===== config.mk =====
export PLATFORM = sky130hd
export DESIGN_NAME = accum_block_looper
export DESIGN_NICKNAME = d
export VERILOG_FILES = /design/src/hdl/accum_pkg.sv /design/src/hdl/accum_if.sv /design/src/hdl/accum_block_looper.sv /design/src/hdl/accum_grid_stepper.sv /design/src/hdl/accum_id_iter.sv /design/src/hdl/accum_loop_ctrl.sv /design/src/hdl/accum_mofs_gen.sv
export VERILOG_INCLUDE_DIRS = /design/src /design/src/include
export SDC_FILE = /design/constraint.sdc
export NUM_CORES = 2
export LEC_CHECK = 0
export BUFFER_PORTS_ARGS = -buffer_cell sky130_fd_sc_hd__clkbuf_2
export CORE_UTILIZATION = 50
export DETAILED_ROUTE_END_ITERATION = 10
export GPL_TIMING_DRIVEN = 0
export PLACE_DENSITY = 0.83
export SLEW_MARGIN = 20
export SYNTH_ARGS = -nofsm -noshare
export SYNTH_HDL_FRONTEND = slang
export SYNTH_SLANG_ARGS = --single-unit

===== constraint.sdc =====
create_clock -name i_clk -period 6.28 [get_ports i_clk]
set_input_delay 0.942 -clock i_clk [delete_from_list [all_inputs] [get_ports i_clk]]
set_output_delay 0.942 -clock i_clk [all_outputs]
set_load 0.01 [all_outputs]

===== src/include/accum_settings.svh =====
// Accumulation loop settings
`ifndef ACCUM_SETTINGS_SVH
`define ACCUM_SETTINGS_SVH

// ==============================
// Grid and configuration
// ==============================
`define ACC_DIM 2
`define ACC_N_CFG 4

// ==============================
// Widths
// ==============================
// Grid offsets and bounds
`define ACC_WORK_BW 10
// Memory offsets and steps
`define ACC_GADDR_BW 16
// Grid step shift amount
`define ACC_SHAMT_BW 3

`endif

===== src/hdl/accum_pkg.sv =====
// Accumulation loop types
`include "accum_settings.svh"

package accum_pkg;

	// ==============================
	// Vector types
	// ==============================
	typedef logic [`ACC_WORK_BW-1:0] work_t;
	typedef logic [`ACC_GADDR_BW-1:0] gaddr_t;
	// Must hold the value N_CFG itself as an open range end
	typedef logic [$clog2(`ACC_N_CFG+1)-1:0] cfg_id_t;
	typedef logic [`ACC_SHAMT_BW-1:0] shamt_t;
	typedef logic [`ACC_DIM-1:0] dim_flag_t;
	// Range selector 0 to DIM
	typedef logic [$clog2(`ACC_DIM+1)-1:0] sel_t;

	// ==============================
	// Control FSM
	// ==============================
	typedef enum logic [1:0] {
		IDLE,
		RUN,
		FINISH
	} loop_state_e;

endpackage


===== src/hdl/accum_if.sv =====
// Grid step and memory request links
`timescale 1ns/1ps
`include "accum_settings.svh"

// One grid point with its accumulator flags
interface grid_step_if;
	logic                 rdy;
	logic                 ack;
	accum_pkg::work_t     aofs [`ACC_DIM];
	accum_pkg::dim_flag_t reset_flag;
	accum_pkg::dim_flag_t add_flag;
	accum_pkg::sel_t      sel;
	// Final point of the block
	logic                 islast;

	modport src(output rdy, aofs, reset_flag, add_flag, sel, islast, input ack);
	modport dst(input rdy, aofs, reset_flag, add_flag, sel, islast, output ack);
endinterface

// One memory offset request for a configuration id
interface mofs_req_if;
	logic                 rdy;
	logic                 ack;
	accum_pkg::cfg_id_t   id;
	accum_pkg::dim_flag_t reset_flag;
	accum_pkg::dim_flag_t add_flag;
	// Accumulator update only, no memory offset goes out
	logic                 update_only;
	logic                 islast;

	modport src(
		output rdy, id, reset_flag, add_flag, update_only, islast,
		input ack
	);
	modport dst(
		input rdy, id, reset_flag, add_flag, update_only, islast,
		output ack
	);
endinterface


===== src/hdl/accum_block_looper.sv =====
// Accumulation block looper
`timescale 1ns/1ps
`include "accum_settings.svh"

module accum_block_looper (
	input  logic               i_clk,
	input  logic               i_arst_n,
	input  logic               i_src_rdy,
	output logic               o_src_ack,
	input  accum_pkg::work_t   i_bofs        [`ACC_DIM],
	input  accum_pkg::shamt_t  i_agrid_shamt [`ACC_DIM],
	input  accum_pkg::work_t   i_agrid_last  [`ACC_DIM],
	input  accum_pkg::work_t   i_alocal_last [`ACC_DIM],
	input  accum_pkg::work_t   i_aboundary   [`ACC_DIM],
	input  accum_pkg::gaddr_t  i_mofs_starts [`ACC_N_CFG],
	input  accum_pkg::gaddr_t  i_mofs_asteps [`ACC_N_CFG][`ACC_DIM],
	input  accum_pkg::cfg_id_t i_id_begs     [`ACC_DIM+1],
	input  accum_pkg::cfg_id_t i_id_ends     [`ACC_DIM+1],
	output logic               o_abofs_rdy,
	input  logic               i_abofs_ack,
	output accum_pkg::work_t   o_bofs  [`ACC_DIM],
	output accum_pkg::work_t   o_aofs  [`ACC_DIM],
	output accum_pkg::work_t   o_alast [`ACC_DIM],
	output logic               o_mofs_rdy,
	input  logic               i_mofs_ack,
	output accum_pkg::gaddr_t  o_mofs,
	output accum_pkg::cfg_id_t o_id
);
	logic start;
	logic mofs_done;

	// ==============================
	// Internal links
	// ==============================
	grid_step_if step_gen();
	grid_step_if step_fwd();
	mofs_req_if  mofs_req();

	accum_grid_stepper u_stepper (
		.i_clk         (i_clk),
		.i_arst_n      (i_arst_n),
		.i_start       (start),
		.i_agrid_shamt (i_agrid_shamt),
		.i_agrid_last  (i_agrid_last),
		.step          (step_gen.src)
	);

	accum_loop_ctrl u_ctrl (
		.i_clk         (i_clk),
		.i_arst_n      (i_arst_n),
		.i_src_rdy     (i_src_rdy),
		.o_src_ack     (o_src_ack),
		.i_bofs        (i_bofs),
		.i_alocal_last (i_alocal_last),
		.i_aboundary   (i_aboundary),
		.o_start       (start),
		.step_in       (step_gen.dst),
		.step_out      (step_fwd.src),
		.o_abofs_rdy   (o_abofs_rdy),
		.i_abofs_ack   (i_abofs_ack),
		.o_bofs        (o_bofs),
		.o_aofs        (o_aofs),
		.o_alast       (o_alast),
		.i_mofs_done   (mofs_done)
	);

	accum_id_iter u_id_iter (
		.i_clk     (i_clk),
		.i_arst_n  (i_arst_n),
		.i_id_begs (i_id_begs),
		.i_id_ends (i_id_ends),
		.step      (step_fwd.dst),
		.req       (mofs_req.src)
	);

	accum_mofs_gen u_mofs_gen (
		.i_clk         (i_clk),
		.i_arst_n      (i_arst_n),
		.i_mofs_starts (i_mofs_starts),
		.i_mofs_asteps (i_mofs_asteps),
		.i_agrid_shamt (i_agrid_shamt),
		.req           (mofs_req.dst),
		.o_mofs_rdy    (o_mofs_rdy),
		.i_mofs_ack    (i_mofs_ack),
		.o_mofs        (o_mofs),
		.o_id          (o_id),
		.o_done        (mofs_done)
	);

endmodule


===== src/hdl/accum_grid_stepper.sv =====
// Accumulation grid stepper
`timescale 1ns/1ps
`include "accum_settings.svh"

module accum_grid_stepper (
	input  logic               i_clk,
	input  logic               i_arst_n,
	input  logic               i_start,
	input  accum_pkg::shamt_t  i_agrid_shamt [`ACC_DIM],
	input  accum_pkg::work_t   i_agrid_last  [`ACC_DIM],
	grid_step_if.src           step
);
	localparam int DIM = `ACC_DIM;
	localparam int WBW = `ACC_WORK_BW;

	logic [WBW:0]         nxt_sum [DIM];
	logic [DIM-1:0]       wrap;
	accum_pkg::work_t     nxt_ofs [DIM];
	accum_pkg::dim_flag_t nxt_reset;
	accum_pkg::dim_flag_t nxt_add;
	accum_pkg::sel_t      nxt_sel;
	logic                 carry;
	logic                 step_fire;

	// ==============================
	// Odometer advance
	// ==============================
	// Dimension 0 is innermost, carry ripples outward
	always_comb begin
		carry = 1'b1;
		nxt_sel = '0;
		nxt_reset = '0;
		nxt_add = '0;
		for (int d = 0; d < DIM; d++) begin
			nxt_sum[d] = {1'b0, step.aofs[d]} + ({{WBW{1'b0}}, 1'b1} << i_agrid_shamt[d]);
			wrap[d] = nxt_sum[d] > {1'b0, i_agrid_last[d]};
			nxt_ofs[d] = step.aofs[d];
			if (carry) begin
				if (wrap[d]) begin
					nxt_ofs[d] = '0;
					nxt_reset[d] = 1'b1;
					nxt_sel = nxt_sel + 1'b1;
				end else begin
					nxt_ofs[d] = nxt_sum[d][WBW-1:0];
					nxt_add[d] = 1'b1;
					carry = 1'b0;
				end
			end
		end
	end

	// Every dimension would wrap on the next advance
	assign step.islast = &wrap;
	assign step_fire = step.rdy && step.ack;

	// ==============================
	// Output point
	// ==============================
	always_ff @(posedge i_clk or negedge i_arst_n) begin
		if (!i_arst_n) begin
			step.rdy <= 1'b0;
		end else if (i_start) begin
			step.rdy <= 1'b1;
		end else if (step_fire) begin
			step.rdy <= !step.islast;
		end
	end

	// First point clears every accumulator dimension
	always_ff @(posedge i_clk) begin
		if (i_start) begin
			step.aofs <= '{default: '0};
			step.reset_flag <= '1;
			step.add_flag <= '0;
			step.sel <= accum_pkg::sel_t'(DIM);
		end else if (step_fire) begin
			step.aofs <= nxt_ofs;
			step.reset_flag <= nxt_reset;
			step.add_flag <= nxt_add;
			step.sel <= nxt_sel;
		end
	end

endmodule


===== src/hdl/accum_id_iter.sv =====
// Configuration id iterator
`timescale 1ns/1ps
`include "accum_settings.svh"

module accum_id_iter (
	input  logic               i_clk,
	input  logic               i_arst_n,
	input  accum_pkg::cfg_id_t i_id_begs [`ACC_DIM+1],
	input  accum_pkg::cfg_id_t i_id_ends [`ACC_DIM+1],
	grid_step_if.dst           step,
	mofs_req_if.src            req
);
	accum_pkg::cfg_id_t beg_sel;
	accum_pkg::cfg_id_t end_sel;
	accum_pkg::cfg_id_t id_end;
	logic               blk_last;
	logic               step_last;
	logic               req_fire;

	// ==============================
	// Range lookup
	// ==============================
	assign beg_sel = i_id_begs[step.sel];
	assign end_sel = i_id_ends[step.sel];

	// Current request closes its grid point
	assign step_last = req.update_only || (req.id + 1'b1 == id_end);
	assign req.islast = blk_last && step_last;
	assign req_fire = req.rdy && req.ack;

	// Take the next point as the last id of this one leaves
	assign step.ack = step.rdy && (!req.rdy || (req_fire && step_last));

	// ==============================
	// Request walk
	// ==============================
	always_ff @(posedge i_clk or negedge i_arst_n) begin
		if (!i_arst_n) begin
			req.rdy <= 1'b0;
		end else if (step.ack) begin
			req.rdy <= 1'b1;
		end else if (req_fire && step_last) begin
			req.rdy <= 1'b0;
		end
	end

	always_ff @(posedge i_clk) begin
		if (step.ack) begin
			req.id <= beg_sel;
			id_end <= end_sel;
			req.reset_flag <= step.reset_flag;
			req.add_flag <= step.add_flag;
			// Empty range still moves the accumulators
			req.update_only <= (beg_sel >= end_sel);
			blk_last <= step.islast;
		end else if (req_fire) begin
			req.id <= req.id + 1'b1;
			// flags go with the first id only
			req.reset_flag <= '0;
			req.add_flag <= '0;
		end
	end

endmodule


===== src/hdl/accum_loop_ctrl.sv =====
// Accumulation loop control
`timescale 1ns/1ps
`include "accum_settings.svh"

module accum_loop_ctrl (
	input  logic             i_clk,
	input  logic             i_arst_n,
	input  logic             i_src_rdy,
	output logic             o_src_ack,
	input  accum_pkg::work_t i_bofs        [`ACC_DIM],
	input  accum_pkg::work_t i_alocal_last [`ACC_DIM],
	input  accum_pkg::work_t i_aboundary   [`ACC_DIM],
	output logic             o_start,
	grid_step_if.dst         step_in,
	grid_step_if.src         step_out,
	output logic             o_abofs_rdy,
	input  logic             i_abofs_ack,
	output accum_pkg::work_t o_bofs  [`ACC_DIM],
	output accum_pkg::work_t o_aofs  [`ACC_DIM],
	output accum_pkg::work_t o_alast [`ACC_DIM],
	input  logic             i_mofs_done
);
	localparam int DIM = `ACC_DIM;
	localparam int WBW = `ACC_WORK_BW;

	accum_pkg::loop_state_e state;
	accum_pkg::loop_state_e state_nxt;
	accum_pkg::work_t       bofs_q [DIM];
	logic                   abofs_taken;
	logic                   iter_taken;
	logic                   abofs_ok;
	logic                   iter_ok;
	logic                   step_fire;
	logic                   last_passed;
	logic                   mofs_finished;
	logic [WBW:0]           alast_sum [DIM];

	// ==============================
	// Block FSM
	// ==============================
	always_comb begin
		state_nxt = state;
		case (state)
			accum_pkg::IDLE: begin
				if (i_src_rdy)
					state_nxt = accum_pkg::RUN;
			end
			accum_pkg::RUN: begin
				if ((last_passed || (step_fire && step_in.islast)) &&
				    (mofs_finished || i_mofs_done))
					state_nxt = accum_pkg::FINISH;
			end
			default: state_nxt = accum_pkg::IDLE;
		endcase
	end

	assign o_start = (state == accum_pkg::IDLE) && i_src_rdy;
	assign o_src_ack = (state == accum_pkg::FINISH);

	always_ff @(posedge i_clk or negedge i_arst_n) begin
		if (!i_arst_n) begin
			state <= accum_pkg::IDLE;
			last_passed <= 1'b0;
			mofs_finished <= 1'b0;
		end else begin
			state <= state_nxt;
			if (state == accum_pkg::FINISH) begin
				last_passed <= 1'b0;
				mofs_finished <= 1'b0;
			end else begin
				if (step_fire && step_in.islast)
					last_passed <= 1'b1;
				if (i_mofs_done)
					mofs_finished <= 1'b1;
			end
		end
	end

	// Block offset is held for the whole block
	always_ff @(posedge i_clk) begin
		if (o_start)
			bofs_q <= i_bofs;
	end
	assign o_bofs = bofs_q;

	// ==============================
	// Fork to abofs and id iterator
	// ==============================
	assign o_abofs_rdy = step_in.rdy && !abofs_taken;
	assign step_out.rdy = step_in.rdy && !iter_taken;
	assign abofs_ok = abofs_taken || (o_abofs_rdy && i_abofs_ack);
	assign iter_ok = iter_taken || (step_out.rdy && step_out.ack);
	assign step_in.ack = step_in.rdy && abofs_ok && iter_ok;
	assign step_fire = step_in.ack;

	// Remember a branch that took the point early
	always_ff @(posedge i_clk or negedge i_arst_n) begin
		if (!i_arst_n) begin
			abofs_taken <= 1'b0;
			iter_taken <= 1'b0;
		end else if (step_fire) begin
			abofs_taken <= 1'b0;
			iter_taken <= 1'b0;
		end else begin
			abofs_taken <= abofs_ok;
			iter_taken <= iter_ok;
		end
	end

	assign step_out.aofs = step_in.aofs;
	assign step_out.reset_flag = step_in.reset_flag;
	assign step_out.add_flag = step_in.add_flag;
	assign step_out.sel = step_in.sel;
	assign step_out.islast = step_in.islast;
	assign o_aofs = step_in.aofs;

	// Local last clamped to the boundary
	always_comb begin
		for (int i = 0; i < DIM; i++) begin
			alast_sum[i] = {1'b0, step_in.aofs[i]} + {1'b0, i_alocal_last[i]};
			if (alast_sum[i] > {1'b0, i_aboundary[i]})
				o_alast[i] = i_aboundary[i];
			else
				o_alast[i] = alast_sum[i][WBW-1:0];
		end
	end

endmodule


===== src/hdl/accum_mofs_gen.sv =====
// Memory offset generator
`timescale 1ns/1ps
`include "accum_settings.svh"

module accum_mofs_gen (
	input  logic               i_clk,
	input  logic               i_arst_n,
	input  accum_pkg::gaddr_t  i_mofs_starts [`ACC_N_CFG],
	input  accum_pkg::gaddr_t  i_mofs_asteps [`ACC_N_CFG][`ACC_DIM],
	input  accum_pkg::shamt_t  i_agrid_shamt [`ACC_DIM],
	mofs_req_if.dst            req,
	output logic               o_mofs_rdy,
	input  logic               i_mofs_ack,
	output accum_pkg::gaddr_t  o_mofs,
	output accum_pkg::cfg_id_t o_id,
	output logic               o_done
);
	localparam int DIM = `ACC_DIM;
	localparam int NCFG = `ACC_N_CFG;
	localparam int GBW = `ACC_GADDR_BW;
	// Extra bits for the largest grid step shift
	localparam int ABW = GBW + (1 << `ACC_SHAMT_BW) - 1;

	logic [ABW-1:0]    acc     [NCFG][DIM];
	logic [ABW-1:0]    acc_nxt [NCFG][DIM];
	accum_pkg::gaddr_t sum_nxt;
	logic              req_fire;
	logic              out_fire;
	logic              out_islast;

	assign out_fire = o_mofs_rdy && i_mofs_ack;
	// Hold off while the output register is still owed
	assign req.ack = req.rdy && (!o_mofs_rdy || i_mofs_ack);
	assign req_fire = req.rdy && req.ack;

	// ==============================
	// Accumulators
	// ==============================
	// Accumulators run in grid offset units, shifted back per dimension
	always_comb begin
		sum_nxt = '0;
		for (int c = 0; c < NCFG; c++) begin
			for (int d = 0; d < DIM; d++) begin
				acc_nxt[c][d] = acc[c][d];
				if (req.reset_flag[d])
					acc_nxt[c][d] = '0;
				else if (req.add_flag[d])
					acc_nxt[c][d] = acc[c][d] +
						({{(ABW-GBW){1'b0}}, i_mofs_asteps[c][d]} << i_agrid_shamt[d]);
			end
			if (accum_pkg::cfg_id_t'(c) == req.id) begin
				sum_nxt = i_mofs_starts[c];
				for (int d = 0; d < DIM; d++)
					sum_nxt = sum_nxt + accum_pkg::gaddr_t'(acc_nxt[c][d] >> i_agrid_shamt[d]);
			end
		end
	end

	always_ff @(posedge i_clk) begin
		if (req_fire)
			acc <= acc_nxt;
	end

	// ==============================
	// Output register
	// ==============================
	always_ff @(posedge i_clk or negedge i_arst_n) begin
		if (!i_arst_n) begin
			o_mofs_rdy <= 1'b0;
		end else if (req_fire && !req.update_only) begin
			o_mofs_rdy <= 1'b1;
		end else if (out_fire) begin
			o_mofs_rdy <= 1'b0;
		end
	end

	always_ff @(posedge i_clk) begin
		if (req_fire && !req.update_only) begin
			o_mofs <= sum_nxt;
			o_id <= req.id;
			out_islast <= req.islast;
		end
	end

	// Block done on the last presented item or an absorbed final update
	assign o_done = (out_fire && out_islast) ||
		(req_fire && req.update_only && req.islast);

endmodule


==> metrics.sh <==
FMAX_MHz=120
VIAS_PER_CELL=7.01
FAILING_CHECKS='setup timing'
SETUP_SLACK_NS=-2.06
SYNTH_CELL_TYPE_COUNT=97
CTS_HOLD_BUFFERS=0
TIMING.CRITICAL_PATH.TO_TYPE='flop'
DRC_ERRORS=0
DR.FIRST_ITER.DRC_COUNT=6264
GP_ROUTABILITY_CONGESTION=1.07
WORST_SETUP_PATH_START_KIND='flop'
LAYOUT_WORST_PATH_CYCLE_SHARE_PCT=133
FINAL-INSTANCE-COUNT-EXCL-FILL=6263
SYNTH.LARGEST_AREA_CELL='sky130_fd_sc_hd__edfxtp_1'
CLK_PATH_BUF_DEPTH=3
CTS_TREE='done'
R2R-END='u_mofs_gen.o_mofs[15]'
GRT_SETUP_UNREPAIRED='yes'
SYNTH.YOSYS.SEQ_AREA_SHARE_PCT=20.5
CLK_LATENCY_NS=0.61
AREA_GROWTH_SYN_TO_LAYOUT_PCT=23.7
NUMPLACEDINSTANCES=6042
FINAL-SETUP-VIOL-COUNT=30
VIAS=43900
INITIAL_CORE_UTIL_PCT=50.8
RR_STARTPOINT='u_id_iter.req.reset_flag[1]'
DIE_X_MICRONS=278
SYNTHESIS.AREA_PER_INSTANCE_SQ_UM=8.12
MAXSLEWHEADROOM_PCT=9.87
WORST_SETUP_PATH_ENDPOINT='u_mofs_gen.o_mofs[15]'
MAXIMUM_FANOUT_COUNT_ALONG_THE_CRITICAL_PATH=10
PLACE.DETAILED.HPWL_MICRONS=152000
FINALCOREUTILIZATION_PCT=62.8
CRIT_START='u_id_iter.req.reset_flag[1]'
PERIOD_MINUS_SLACK_NS=8.34
STATUS='finished with violations'
CLOCK_PIN_SLEW_ON_THE_WORST_SETUP_AND_HOLD_PATHS_NS=0.06
FIRST_GLOBAL_VIAS=42000
FINALHOLDVIOLATIONS=0
NNETSFINAL=5956
TIMING.HOLD.WORST.CLASS='input pin to async pin'
GRT_FIRST_PASS_WIRELENGTH_MICRONS=285000
ANTENNA_FOUND_INITIAL=10
LEAKAGE_uW=0.0204
WORST_SLEW_PIN_SLEW_NS=1.35
NUMPORTBUFFERS=382
ROUTE.ANTENNA.REMAINING_NETS=0
VDD_IR_DROP_MAX_mV=0.347
SETUP_TNS_NS=-16.88
LAYOUT-DRIVE-GT1-SHARE_PCT=25.3
CORE-AREA_SQ_UM=74900
DIE_HEIGHT_MICRONS=278
POSTROUTEWIRELENGTH_MICRONS=201000
YOSYS_WARNINGS=0
STD_CELL_ROWS=100
DIE_AREA_SQ_UM=77300
TOP_LEVEL_PORTS=383
POST_SYNTH_INST_COUNT=4689
NETLIST_TOP_CELLS_AREA='sky130_fd_sc_hd__edfxtp_1 19%, sky130_fd_sc_hd__ha_1 10%, sky130_fd_sc_hd__mux2i_1 7.1%'
POWER_DENSITY_NORMALIZED_TO_CELL_AREA_nW_PER_UM2=639
CLOCK_TREE_SINKS=269
WORST-R2R-CELL-COUNT=24
POST_SYNTH_INSTANCE_AREA_SQ_UM=38100
YS_SEQ_ELEMENTS=269
SLEW_VIOLATIONS=0
TIMING.CRITICAL_PATH.REQUIRED_NS=6.69
ROUTED_WIRE_LENGTH_PER_INSTANCE_MICRONS=32.0
GRT_UTIL_ALL_LAYERS_PCT=50.2
WORSTPATHARRIVAL_NS=8.74
MAXCAPVIOLCOUNT=0
FINAL.SETUP_SKEW_NS=0.0401
MAPPEDNETLISTNETS=5382
ASYNC_RESET_FF_SHARE_PCT=3.35
SYNTH_ENABLE_FLOP_CELLS=236
ROOT_BUFFER='sky130_fd_sc_hd__clkbuf_16'
GRT_MAX_DEGREE=88
RRSETUPSLACK_NS=-2.06
DETAILEDROUTE.FIRSTPASSITERATIONCOUNT=7
NETLIST.AREA_LEADER.SHARE_PCT=18.6
POSTSYNTH.TOPFLOPCELL='sky130_fd_sc_hd__edfxtp_1'
GRT_REMAINING_OVERFLOW=0
PATH_CLASS='flop to flop'
CTS-HTREE-LEVELS=2
CTS_MADE_BUFFERS=37
[repair_timing]
item                       4_1_cts  5_1_grt
resized for setup              559      101
pin swaps                      104       41
setup buffers                  135       18
setup endpoints to repair       41       31
cloned                           1        0
[cell usage in the layout (no fill, tap or decap), drive strengths merged, types with 14 or more instances in the layout]
cell     instances
xnor2          138
a211o           14
o211ai          79
a22o            15
mux2i          269
and3            49
ha             316
a31oi           35
nand2          395
o21a            72
edfxtp         236
fa              76
xor2            60
and2            47
dfxtp           24
mux2           130
a21oi          431
nand4           37
clkbuf         622
o21bai          55
nor3           170
nor2           472
a21o            86
inv            333
clkinv          17
a211oi          92
nor4            16
o22ai           14
or2             16
nand3           88
or3             24
mux4            58
o21ai          226
o31ai           35
nor2b           37
nand2b          35
a22oi           19
a2111oi         15
buf            207
[worst min-delay path by stage]
stage / startpoint / end / cells past startpoint
4_1_cts: i_arst_n / u_ctrl.state[0] / 1
2_1_floorplan: u_stepper.step.add_flag[0] / u_stepper.step.add_flag[0] / 2
3_3_place_gp: u_stepper.step.add_flag[0] / u_stepper.step.add_flag[0] / 2
5_1_grt: i_arst_n / u_ctrl.last_passed / 1
3_5_place_dp: u_stepper.step.add_flag[0] / u_stepper.step.add_flag[0] / 2
6_report: i_arst_n / u_stepper.step.rdy / 1
[cells by family after synthesis]
group | count (synthesis) | share of synthesized area, %
buffers and inverters | 592 | 5.90
DFF | 269 | 20.5
muxes | 457 | 14.3
xor gates and xnor gates | 198 | 4.55
AOI/OAI and AO/OA | 1344 | 23.0
and+or+nand+nor | 1437 | 17.4
adders and majority gates | 392 | 14.4
[per-layer routing]
metal / track usage [%] / vias to the layer above / part of all wire (%)
met3: 13.0 / 1106 / 12
met4: 41.1 / 12 / 10
met2: 75.8 / 3653 / 42
met1: 60.2 / 20700 / 35
met5: 0 / - / 0.055
li1: - / 18500 / -
[flip-flops by register name (all words and copies together), names as in the netlist, 2 cells and up]
| register | cells |
|---|---|
| u_id_iter.req.reset_flag | 2 |
| u_id_iter.req.add_flag | 2 |
| u_stepper.step.aofs | 20 |
| u_ctrl.state | 2 |
| u_mofs_gen.o_mofs | 16 |
| u_mofs_gen.o_id | 3 |
| u_ctrl.o_bofs | 20 |
| u_stepper.step.add_flag | 2 |
| u_mofs_gen.acc | 184 |
| u_id_iter.id_end | 3 |
| u_id_iter.req.id | 3 |
[critical path: stages (launching register included)]
cell                              delay, ns
sky130_fd_sc_hd__edfxtp_1              0.54
sky130_fd_sc_hd__clkbuf_1              0.72
sky130_fd_sc_hd__clkbuf_2              0.68
sky130_fd_sc_hd__clkdlybuf4s15_1       0.91
sky130_fd_sc_hd__buf_1                 0.84
sky130_fd_sc_hd__nor3_1                0.17
sky130_fd_sc_hd__a21oi_2               0.22
sky130_fd_sc_hd__buf_4                 0.14
sky130_fd_sc_hd__mux2i_1               0.09
sky130_fd_sc_hd__a21oi_2               0.22
sky130_fd_sc_hd__fa_1                  0.45
sky130_fd_sc_hd__inv_1                 0.07
sky130_fd_sc_hd__ha_1                  0.27
sky130_fd_sc_hd__nor2b_2               0.20
sky130_fd_sc_hd__o31ai_4               0.23
sky130_fd_sc_hd__a211o_1               0.19
sky130_fd_sc_hd__nand4_1               0.18
sky130_fd_sc_hd__a2111oi_4             0.46
sky130_fd_sc_hd__a211oi_4              0.11
sky130_fd_sc_hd__or4b_4                0.52
sky130_fd_sc_hd__o32ai_4               0.22
sky130_fd_sc_hd__a311oi_2              0.08
sky130_fd_sc_hd__xnor2_1               0.25
sky130_fd_sc_hd__o22ai_2               0.15
sky130_fd_sc_hd__a31oi_2               0.23
[Yosys cell counts, drive strengths merged, types with 47 or more instances]
cell / instances
nor3: 170
fa: 76
a21oi: 431
buf: 52
and3: 49
mux2: 130
edfxtp: 236
mux2i: 269
mux4: 58
o21a: 72
o21ai: 226
ha: 316
nand2: 395
nor2: 472
o211ai: 79
o21bai: 55
xnor2: 138
clkbuf: 204
and2: 47
a21o: 86
xor2: 60
inv: 332
a211oi: 92
nand3: 88
[where the power goes]
part           switching, uW  total [uW]  leakage (uW)  internal [uW]
sequential               665        4030       0.00267           3360
clock                    987        2210      0.000567           1230
combinational          14800       23800        0.0172           9070
[stage by stage]
| stage | power [uW] | instance area, sq um | hold slack [ns] | setup WS [ns] |
|---|---|---|---|---|
| after floorplan | 17800 | 38800 | 0.432 | -1.15 |
| after global placement | 23600 | 42000 | 0.444 | -4.23 |
| after detailed placement | 23900 | 42100 | 0.442 | -4.15 |
| after CTS | 28300 | 46600 | 0.211 | -1.61 |
| after global routing | 31300 | 47100 | 0.225 | -2.09 |
| final | 30100 | 47100 | 0.220 | -2.06 |
[area by class of cell]
type,instances,area (sq um)
Multi-Input combinational cell,3828,30100
Fill cell,6452,27900
Sequential cell,269,7790
Timing Repair Buffer,538,3240
Buffer,253,2260
Inverter,336,1280
Tap cell,969,1210
Clock buffer,46,970
Clock inverter,19,200
Antenna cell,5,12.5
Note: power is estimated with default switching activity, not from simulation.
